$ cat src/verilog/fetch_pkg.sv
`default_nettype none

package fetch_pkg;

    localparam int INST_W      = 32;
    localparam int PC_W        = 32;
    localparam int QUEUE_DEPTH = 4;
    localparam int QPTR_W      = $clog2(QUEUE_DEPTH);

    typedef logic [INST_W-1:0] inst_t;
    typedef logic [PC_W-1:0]   pc_t;
    typedef logic [1:0]        br_class_t;
    // bit 1 is slot 1, bit 0 is slot 0
    typedef logic [1:0]        slot_flags_t;
    typedef logic [QPTR_W-1:0] qptr_t;
    typedef logic [QPTR_W:0]   qcnt_t;

    localparam br_class_t BR_NONE     = 2'd0;
    localparam br_class_t BR_UNCOND   = 2'd1;
    localparam br_class_t BR_PCREL    = 2'd2;
    localparam br_class_t BR_INDIRECT = 2'd3;

    // opcode groups for pre-decode
    localparam logic [4:0]  OP5_IBAR     = 5'b00111;
    localparam logic [7:0]  OP8_CSR      = 8'b0000_0100;
    localparam inst_t       TLBWR_WORD   = 32'b0000011_0010010000_01100_00000_00000;
    localparam inst_t       TLBFILL_WORD = 32'b0000011_0010010000_01101_00000_00000;
    localparam logic [16:0] OP17_INVTLB  = 17'b0000011_0010010011;
    localparam logic [4:0]  OP5_B_BL     = 5'b01010;
    localparam logic [4:0]  OP5_BEQ_BNE  = 5'b01011;
    localparam logic [3:0]  OP4_BCMP     = 4'b0110;
    localparam logic [5:0]  OP6_BCXZ     = 6'b010010;
    localparam logic [5:0]  OP6_JIRL     = 6'b010011;

    typedef struct packed {
        pc_t   pc;
        inst_t inst0;
        inst_t inst1;
    } fetch_pkt_t;

    typedef struct packed {
        slot_flags_t     priv_flag;
        slot_flags_t     ibar_flag;
        slot_flags_t     csr_flag;
        slot_flags_t     tlb_flag;
        br_class_t [1:0] branch_flag;
        br_class_t       inst_btype;
        logic            inst_bpos;
    } predec_t;

    typedef struct packed {
        fetch_pkt_t pkt;
        predec_t    predec;
    } dec_pkt_t;

    typedef enum logic [1:0] {
        CTRL_RUN,
        CTRL_DRAIN,
        CTRL_SERIAL
    } ctrl_state_t;

endpackage

`default_nettype wire

$ cat src/verilog/branch_target.sv
`default_nettype none

module branch_target import fetch_pkg::*; (
    input  logic       clk,
    input  logic       rst_n,
    input  logic       take,
    input  fetch_pkt_t pkt,
    input  predec_t    predec,
    output logic       redirect_valid,
    output pc_t        redirect_pc
);

    logic        sel0;
    logic        hit;
    inst_t       inst;
    pc_t         slot_pc;
    logic [25:0] offs26;
    pc_t         target;

    // first valid unconditional slot, slot 0 already masked by pre-decode
    assign sel0 = (predec.branch_flag[0] == BR_UNCOND);
    assign hit  = sel0 || (predec.branch_flag[1] == BR_UNCOND);
    assign inst = sel0 ? pkt.inst0 : pkt.inst1;

    assign slot_pc = {pkt.pc[PC_W-1:3], 3'b000} + (sel0 ? pc_t'(0) : pc_t'(4));
    // offs[25:16] sits in inst[9:0], offs[15:0] in inst[25:10]
    assign offs26  = {inst[9:0], inst[25:10]};
    assign target  = slot_pc + {{(PC_W-28){offs26[25]}}, offs26, 2'b00};

    always_ff @(posedge clk or negedge rst_n) begin
        if (!rst_n) begin
            redirect_valid <= 1'b0;
        end else begin
            redirect_valid <= take && hit;
        end
    end

    always_ff @(posedge clk) begin
        if (take && hit) begin
            redirect_pc <= target;
        end
    end

endmodule

`default_nettype wire

$ cat src/verilog/fetch_ctrl.sv
`default_nettype none

module fetch_ctrl import fetch_pkg::*; (
    input  logic       clk,
    input  logic       rst_n,
    input  logic       in_valid,
    output logic       in_ready,
    input  fetch_pkt_t in_pkt,
    input  predec_t    predec,
    input  logic       q_ready,
    input  pc_t        redirect_pc,
    input  logic       priv_done,
    output logic       enq,
    output logic       take
);

    ctrl_state_t state;
    ctrl_state_t state_nxt;
    logic        live;
    logic        pc_match;
    logic        xfer;
    logic        accept;
    logic        has_priv;
    logic        has_uncond;

    assign pc_match   = (in_pkt.pc == redirect_pc);
    assign has_priv   = |predec.priv_flag;
    assign has_uncond = (predec.branch_flag[0] == BR_UNCOND) ||
                        (predec.branch_flag[1] == BR_UNCOND);

    // input stays closed until the first edge after reset
    always_ff @(posedge clk or negedge rst_n) begin
        if (!rst_n) begin
            live <= 1'b0;
        end else begin
            live <= 1'b1;
        end
    end

    always_comb begin
        case (state)
            CTRL_RUN: begin
                in_ready = live && q_ready;
            end
            CTRL_DRAIN: begin
                // wrong-path packets are swallowed, the target needs queue space
                in_ready = !pc_match || q_ready;
            end
            default: begin
                in_ready = 1'b0;
            end
        endcase
    end

    assign xfer   = in_valid && in_ready;
    assign accept = xfer && ((state == CTRL_RUN) || ((state == CTRL_DRAIN) && pc_match));
    assign enq    = accept;
    assign take   = accept;

    always_comb begin
        state_nxt = state;
        if (accept) begin
            // priv beats redirect for the state, the redirect still goes out
            if (has_priv) begin
                state_nxt = CTRL_SERIAL;
            end else if (has_uncond) begin
                state_nxt = CTRL_DRAIN;
            end else begin
                state_nxt = CTRL_RUN;
            end
        end else if ((state == CTRL_SERIAL) && priv_done) begin
            state_nxt = CTRL_RUN;
        end
    end

    always_ff @(posedge clk or negedge rst_n) begin
        if (!rst_n) begin
            state <= CTRL_RUN;
        end else begin
            state <= state_nxt;
        end
    end

endmodule

`default_nettype wire

$ cat src/verilog/fetch_predecode_top.sv
`default_nettype none

module fetch_predecode_top import fetch_pkg::*; (
    input  logic       clk,
    input  logic       rst_n,
    input  fetch_pkt_t in_pkt,
    input  logic       in_valid,
    output logic       in_ready,
    output dec_pkt_t   out_pkt,
    output logic       out_valid,
    input  logic       out_ready,
    output logic       redirect_valid,
    output pc_t        redirect_pc,
    input  logic       priv_done
);

    predec_t  predec;
    dec_pkt_t q_wdata;
    logic     enq;
    logic     take;
    logic     q_ready;

    // queue entry is the raw packet plus its annotations
    assign q_wdata = '{pkt: in_pkt, predec: predec};

    pre_decoder pre_decoder_inst (
        .pkt    (in_pkt),
        .predec (predec)
    );

    branch_target branch_target_inst (
        .clk            (clk),
        .rst_n          (rst_n),
        .take           (take),
        .pkt            (in_pkt),
        .predec         (predec),
        .redirect_valid (redirect_valid),
        .redirect_pc    (redirect_pc)
    );

    fetch_queue fetch_queue_inst (
        .clk       (clk),
        .rst_n     (rst_n),
        .enq       (enq),
        .wdata     (q_wdata),
        .q_ready   (q_ready),
        .out_pkt   (out_pkt),
        .out_valid (out_valid),
        .out_ready (out_ready)
    );

    fetch_ctrl fetch_ctrl_inst (
        .clk         (clk),
        .rst_n       (rst_n),
        .in_valid    (in_valid),
        .in_ready    (in_ready),
        .in_pkt      (in_pkt),
        .predec      (predec),
        .q_ready     (q_ready),
        .redirect_pc (redirect_pc),
        .priv_done   (priv_done),
        .enq         (enq),
        .take        (take)
    );

endmodule

`default_nettype wire

$ cat src/verilog/fetch_queue.sv
`default_nettype none

module fetch_queue import fetch_pkg::*; (
    input  logic     clk,
    input  logic     rst_n,
    input  logic     enq,
    input  dec_pkt_t wdata,
    output logic     q_ready,
    output dec_pkt_t out_pkt,
    output logic     out_valid,
    input  logic     out_ready
);

    dec_pkt_t mem [QUEUE_DEPTH];
    qptr_t    wr_ptr;
    qptr_t    rd_ptr;
    qcnt_t    count;
    logic     full;
    logic     deq;

    function automatic qptr_t next_ptr(qptr_t ptr);
        return (ptr == qptr_t'(QUEUE_DEPTH - 1)) ? qptr_t'(0) : ptr + qptr_t'(1);
    endfunction

    assign full      = (count == qcnt_t'(QUEUE_DEPTH));
    assign out_valid = (count != qcnt_t'(0));
    assign out_pkt   = mem[rd_ptr];
    assign deq       = out_valid && out_ready;
    // a full queue still takes a write when the head leaves this cycle
    assign q_ready   = !full || out_ready;

    always_ff @(posedge clk or negedge rst_n) begin
        if (!rst_n) begin
            wr_ptr <= '0;
            rd_ptr <= '0;
            count  <= '0;
        end else begin
            if (enq) begin
                wr_ptr <= next_ptr(wr_ptr);
            end
            if (deq) begin
                rd_ptr <= next_ptr(rd_ptr);
            end
            if (enq && !deq) begin
                count <= count + qcnt_t'(1);
            end else if (deq && !enq) begin
                count <= count - qcnt_t'(1);
            end
        end
    end

    always_ff @(posedge clk) begin
        if (enq) begin
            mem[wr_ptr] <= wdata;
        end
    end

endmodule

`default_nettype wire

$ cat src/verilog/pre_decoder.sv
`default_nettype none

module pre_decoder import fetch_pkg::*; (
    input  fetch_pkt_t pkt,
    output predec_t    predec
);

    logic        slot0_ok;
    slot_flags_t ibar;
    slot_flags_t csr;
    slot_flags_t tlb;
    br_class_t   cls0;
    br_class_t   cls1;

    function automatic logic is_ibar(inst_t inst);
        return (inst[31:27] == OP5_IBAR) && inst[15];
    endfunction

    // csrrd has rj == 0, only writes and exchanges count
    function automatic logic is_csr(inst_t inst);
        return (inst[31:24] == OP8_CSR) && (inst[9:5] != 5'd0);
    endfunction

    function automatic logic is_tlb(inst_t inst);
        return (inst == TLBWR_WORD) || (inst == TLBFILL_WORD) ||
               (inst[31:15] == OP17_INVTLB);
    endfunction

    function automatic br_class_t br_class(inst_t inst);
        br_class_t cls;
        if (inst[31:27] == OP5_B_BL) begin
            cls = BR_UNCOND;
        end else if ((inst[31:27] == OP5_BEQ_BNE) || (inst[31:28] == OP4_BCMP) ||
                     (inst[31:26] == OP6_BCXZ)) begin
            cls = BR_PCREL;
        end else if (inst[31:26] == OP6_JIRL) begin
            cls = BR_INDIRECT;
        end else begin
            cls = BR_NONE;
        end
        return cls;
    endfunction

    // pc[2] set means slot 0 lies before the fetch address
    assign slot0_ok = ~pkt.pc[2];

    assign ibar = {is_ibar(pkt.inst1), is_ibar(pkt.inst0) & slot0_ok};
    assign csr  = {is_csr(pkt.inst1), is_csr(pkt.inst0) & slot0_ok};
    assign tlb  = {is_tlb(pkt.inst1), is_tlb(pkt.inst0) & slot0_ok};
    assign cls0 = slot0_ok ? br_class(pkt.inst0) : BR_NONE;
    assign cls1 = br_class(pkt.inst1);

    always_comb begin
        predec.ibar_flag   = ibar;
        predec.csr_flag    = csr;
        predec.tlb_flag    = tlb;
        predec.priv_flag   = ibar | csr | tlb;
        predec.branch_flag = {cls1, cls0};
        // slot 1 wins, slot 0 only reports indirect
        if (cls1 != BR_NONE) begin
            predec.inst_btype = cls1;
        end else if (pkt.pc[2]) begin
            predec.inst_btype = BR_NONE;
        end else if (cls0 == BR_INDIRECT) begin
            predec.inst_btype = BR_INDIRECT;
        end else begin
            predec.inst_btype = BR_NONE;
        end
        predec.inst_bpos = (cls0 != BR_NONE) ? 1'b0 : 1'b1;
    end

endmodule

`default_nettype wire
$ cat config.mk
export PLATFORM = sky130hd
export DESIGN_NAME = fetch_predecode_top
export DESIGN_NICKNAME = d
export VERILOG_FILES = /design/src/verilog/fetch_pkg.sv /design/src/verilog/branch_target.sv /design/src/verilog/fetch_ctrl.sv /design/src/verilog/fetch_predecode_top.sv /design/src/verilog/fetch_queue.sv /design/src/verilog/pre_decoder.sv
export SDC_FILE = /design/constraint.sdc
export NUM_CORES = 1
export LEC_CHECK = 0
export ABC_CLOCK_PERIOD_IN_PS = 5300
export BUFFER_PORTS_ARGS = -buffer_cell sky130_fd_sc_hd__buf_2
export CAP_MARGIN = 20
export CORE_MARGIN = 10
export CORE_UTILIZATION = 40
export CTS_CLUSTER_DIAMETER = 120
export DETAILED_ROUTE_END_ITERATION = 16
export SLEW_MARGIN = 25
export SYNTH_ARGS = -nofsm -noshare
export SYNTH_HDL_FRONTEND = slang
export SYNTH_HIERARCHICAL = 1
export SYNTH_SLANG_ARGS = --single-unit
export TNS_END_PERCENT = 10
$ cat constraint.sdc
create_clock -name clk -period 5.3 [get_ports clk]
set_input_delay 0.265 -clock clk [delete_from_list [all_inputs] [get_ports clk]]
set_output_delay 0.265 -clock clk [all_outputs]
set_load 0.1 [all_outputs]
==> After elaboration in Yosys (flattened, before gate mapping) <==
Memories as Yosys holds them, arrays and structs flattened.
Cells that the tools add are included.
{ "word_totals": {"register_bits": 43, "ram_bits": 444, "in_bits": 101, "output_inout_bits": 146, "word_cells": 111, "n_memories": 1} }
{ "op_classes": {"n_addsub": 6, "eq_ne": 29, "n_mux": 24, "n_bitwise": 6, "reduce_logical": 38} }
{ "memory_table": {"columns": ["memory", "words", "word_bits", "read_ports", "rd_clocked_by_memory_dff", "wr", "line_no", "text"], "rows": [
  ["fetch_queue_inst.mem", 4, 111, 1, 0, 1, "fetch_queue.sv:14", "dec_pkt_t mem [QUEUE_DEPTH];"]
]} }
{ "ops": {"columns": ["op", "count"], "rows": [
  ["$eq 32x27->1 const B", 4],
  ["$add 32x32->32", 2],
  ["$eq 17x12->1 const B", 2],
  ["$eq 32x32->1", 1],
  ["$mux 2", 15],
  ["$mux 26", 1],
  ["$eq 6x5->1 const B", 4],
  ["$eq 5x4->1 const B", 4],
  ["$eq 8x3->1 const B", 2],
  ["$logic_and 1x1->1", 13],
  ["$logic_or 1x1->1", 12],
  ["$eq 5x3->1 const B", 2],
  ["$reduce_bool 5->1", 2],
  ["$mux 3", 3],
  ["$eq 2x2->1 const B", 4],
  ["$eq 4x3->1 const B", 2],
  ["$reduce_bool 2->1", 4],
  ["$eq 2x1->1 const B", 3],
  ["$add 2x1->2 const B", 2],
  ["$logic_not 1->1", 4],
  ["$mux 1", 4],
  ["$or 2x2->2", 2],
  ["$add 3x1->3 const B", 1],
  ["$and 1x1->1", 3],
  ["7 further kinds", 7]
]} }

==> Depth between registers and ports, before layout <==
{ "depth": {"word_depth": 11, "depth_mapped": 16, "mapped_depth_nobuf": 13} }

==> Cells and area by module <==
Netlist, hierarchy kept.
{ "by_module_without_submodules": {"columns": ["module", "n_inst", "cells_each", "area_each_um2", "seq_area_each_um2"], "rows": [
  ["fetch_queue", 1, 617, 16462.0, 13508.0],
  ["branch_target", 1, 284, 2931.6, 925.9],
  ["fetch_ctrl", 1, 67, 539.3, 75.1],
  ["pre_decoder", 1, 59, 380.4, 0.0]
]} }

==> Least setup slack after synthesis <==
Ideal clock, no wire load.
{ "synth_timing": {"kind": "register to register", "startpoint": "register branch_target_inst.redirect_pc[31]", "endpoint": "memory fetch_queue_inst/mem[0][0] (netlist bit) (enable)", "setup_ps": 483, "arrival_time_ps": 4647, "required_ps": 4817, "slack_ps": 169, "stages_incl_launch_ff": 7, "n_path_buf": 0, "synth_period_minus_slack_ps": 5131, "cell_sequence": "edfxtp_1 xor2_1 nor4_1 nand4_1 o21ai_0 and3_2 and2_1"} }
{ "synth_via": {"elab_chain_cells": 8, "elab_cells_between_ends": 10, "classes_between": "eq/ne: 1; mux: 3; reduce/logical: 6"} }
{ "synth_lines": {"columns": ["element", "line_no", "text"], "rows": [
  ["start: declaration", "branch_target.sv:10", "output pc_t redirect_pc"],
  ["start signal: assignment", "branch_target.sv:40", "redirect_pc <= target;"],
  ["$eq 32x32->1 *", "fetch_ctrl.sv:26", "assign pc_match = (in_pkt.pc == redirect_pc);"],
  ["$logic_not 1->1", "fetch_ctrl.sv:47", "in_ready = !pc_match || q_ready;"],
  ["$logic_or 1x1->1", "fetch_ctrl.sv:47", null],
  ["$pmux 1 s2", "fetch_ctrl.sv:41", "case (state)"],
  ["$logic_and 1x1->1", "fetch_ctrl.sv:55", "assign xfer = in_valid && in_ready;"],
  ["$logic_and 1x1->1 *", "fetch_ctrl.sv:56", "assign accept = xfer && ((state == CTRL_RUN) || ((state == CTRL_DRAIN) && pc_match));"],
  ["named net enq", "fetch_predecode_top.sv:19", "logic enq;"],
  ["$mux 1 *", "fetch_queue.sv:53", "if (enq) begin"],
  ["$mux 1 (not written as such) *", "fetch_queue.sv:54", "mem[wr_ptr] <= wdata;"],
  ["end: declaration", "fetch_queue.sv:14", null]
]} }
The timed path passes the listed nets; every way through them passes the cells marked *.

==> flow_metrics.tcl <==
set metrics [dict create \
    synth_top_flop_cell "edfxtp_1" \
    hold_class "input pin to flip-flop" \
    num_vias 11300 \
    clk_latency_ps 590 \
    clock-sinks 485 \
    crit_type "input pin to flip-flop" \
    io_buffer_count 244 \
    core_area_um2 50200 \
    cts_buffers 51 \
    grt-ovfl-total 0 \
    pre_cts_ws_ps 889 \
    drive_gt1_share_pct 35.5 \
    cts-root-buf "clkbuf_16" \
    ys_ff_latch 485 \
    viasPerCell 5.32 \
    rsz0062_at_grt "false" \
    synth_cells 1027 \
    synthArstFlopShare_pct 2.27 \
    yosys.cell_types.count 76 \
    setup_violations 0 \
    grt_pass1_wl_um 79600 \
    antenna_left 0 \
    peakVddDrop_mv 0.669 \
    firstDrtPassIters 5 \
    grtUsageMet3_pct 5.15 \
    num_rows 82 \
    clk_pin_slew_ps 60 \
    grt_util_met1_pct 23.5 \
    ys_seq_area_share_pct 71.4 \
    avgSynthCellArea_um2 19.8 \
    grt_use_met2_pct 28.3 \
    outcome "complete, no violations" \
    dpl.hpwl_um 36900 \
    finalNonFillerCells 2113 \
    fin_util_pct 49.9 \
    dp.cells 1926 \
    fin_setup_tns_ps 0 \
    synth_edf_count 474 \
    nFillCells 4154 \
    pin_count 247 \
    dieHeight_um 245 \
    fp.dieW_um 245 \
    clk_path_buf_depth 3 \
    fin_crit_sh_pct 82.7 \
    cap_violations 0 \
    crit_path_end_kind "flip-flop" \
    slew_violations 0 \
    grt_use_total_pct 17.7 \
    cts_max_level 2 \
    cp.required_ps 5620 \
    grt_busiest_layer "met2" \
    period_minus_slack_ps 4380 \
    grt_pass1_vias 11900 \
    finClkSkew_ps 18.4 \
    synth_area_leader_cell "edfxtp_1" \
    drt_iter0_drc 740 \
    fin_nets 1539 \
    synth_area_leaders "edfxtp_1 70%, mux4_2 12%, ha_1 2.3%" \
    drt_drc_violations_left 0 \
    wire_per_inst_um 25.3 \
    total_power_uw 15000 \
    cp_data_arrival_time_ps 4710 \
    synthToLayoutAreaGrowth_pct 23.2 \
    cp-start-kind "input pin" \
    grt_antenna_before_repair 2 \
    leakage_uw 0.00872 \
    synth_top_cell_area_share_pct 70.1 \
    yosys_warnings 6 \
    max_freq_mhz 228 \
    cts_tree "built" \
    gp_routability_congestion 0.876 \
    die_area_um2 60200 \
    routed_wl_um 53400 \
    synthesis.area_um2 20300 \
    start_util_pct 40.5 \
    p_per_area_nw_per_um2 600 \
    hold_viol 0 \
    cp_max_fo 29 \
    worst_slew_pin_slew_ps 827 \
    worst_slack_ps 918 \
    grt_max_degree 83 \
    relSlewSlack_pct 44.3 \
]
==> final cells by class <==
class	count	area, µm²	share of cell area [%]
Sequential cell	485	14500	58.0
Multi-Input combinational cell	494	5520	22.0
Timing Repair Buffer	356	2390	9.57
Clock buffer	60	1310	5.24
Tap cell	672	841	3.36
Clock inverter	34	397	1.59
Inverter	11	41.3	0.165
Antenna cell	1	2.50	0.0100
==> what timing repair did <==
item	in CTS	in global routing
endpoints found under the hold margin	368	0
hold buffers	92	0
buffers inserted	0	0
gates resized for setup	0	0
==> flip-flops by register name, summed over array words and instances (netlist names) <==
| signal | cells |
|---|---|
| fetch_queue_inst/count | 3 |
| fetch_ctrl_inst/live | 1 |
| branch_target_inst/redirect_pc | 30 |
| branch_target_inst/redirect_valid | 1 |
| fetch_queue_inst/wr_ptr | 2 |
| fetch_queue_inst/rd_ptr | 2 |
| fetch_ctrl_inst/state | 2 |
| fetch_queue_inst/mem | 444 |
==> cell usage in the layout (no fill, tap or decap), types with 13 or more instances in the layout <==
cell type / count
edfxtp_1: 474
buf_2: 244
mux4_2: 111
dlygate4sd3_1: 92
clkbuf_16: 51
xor2_1: 45
ha_1: 37
mux2_2: 28
nor2_1: 27
nand2_1: 22
o21ai_0: 21
a21oi_1: 20
xnor2_1: 16
a21o_1: 15
buf_4: 13
==> cell families after synthesis <==
logic type,after synthesis,synth area share (%)
xor gates and xnor gates,61,2.63
and+or+nand+nor,138,3.85
DFF,485,71.4
muxes,145,14.2
AOI/OAI and AO/OA,108,3.86
other,2,0.0370
adders and majority gates,39,2.48
buffers and inverters,49,1.57
==> cells in the mapped netlist (all sizes together), types with 4 or more instances <==
| cell type | n |
|---|---|
| edfxtp | 474 |
| mux4 | 111 |
| xor2 | 45 |
| ha | 37 |
| buf | 31 |
| mux2 | 28 |
| nor2 | 27 |
| o21ai | 26 |
| a21oi | 22 |
| nand2 | 22 |
| xnor2 | 16 |
| a21o | 15 |
| nor3 | 12 |
| nor4 | 12 |
| and3 | 11 |
| dfrtp | 11 |
| inv | 11 |
| nand4 | 11 |
| a31oi | 9 |
| and2 | 8 |
| clkbuf | 7 |
| nand2b | 7 |
| mux2i | 6 |
| nand3 | 6 |
| nor2b | 5 |
| o21a | 5 |
| o211ai | 4 |
==> stage by stage <==
| stage | hold WS, ps | area [µm²] |
|---|---|---|
| floorplan | -30.6 | 20300 |
| global placement | 155 | 22300 |
| detailed placement | 160 | 22400 |
| CTS | 5.89 | 25000 |
| global route | 16.7 | 25000 |
| finish | 34.3 | 25000 |
==> final timing paths <==
path | end | cells past startpoint | slack [ps] | from
setup / recovery | branch_target_inst/redirect_pc[30] | 15 | 920 | in_pkt[63]
min in group asynchronous | fetch_queue_inst/count[1] | 2 | 130 | rst_n
hold / removal | fetch_queue_inst/mem[0][91] | 1 | 30 | in_pkt[76]
hold reg to reg | fetch_queue_inst/count[2] | 1 | 490 | fetch_queue_inst/count[2]
setup reg to reg | fetch_queue_inst/mem[2][74] | 7 | 1740 | branch_target_inst/redirect_pc[7]
max in group asynchronous | fetch_queue_inst/rd_ptr[1] | 2 | 4930 | rst_n
==> worst max-delay path, stage by stage <==
cell and delay [ps]:
dlygate4sd3_1 550, buf_2 170, or3b_2 500, a211oi_1 280
buf_4 200, nand2b_4 400, mux2_2 430, fa_1 440
a21o_1 220, a221oi_2 340, o211ai_2 210, and3_4 240
o211ai_2 140, mux2i_1 210, nand3_1 110
==> power breakdown <==
part	total, µW	internal (µW)	switching, µW
combinational	6650	1440	5210
clock	3620	2160	1460
sequential	4740	4570	170
==> per-layer routing <==
layer | up-vias | routed length (µm)
met5 | - | 13
met4 | 2 | 1040
met3 | 63 | 3920
met2 | 346 | 25700
met1 | 5847 | 22700
li1 | 4993 | -
No activity file was read; power rests on OpenSTA's default activity.
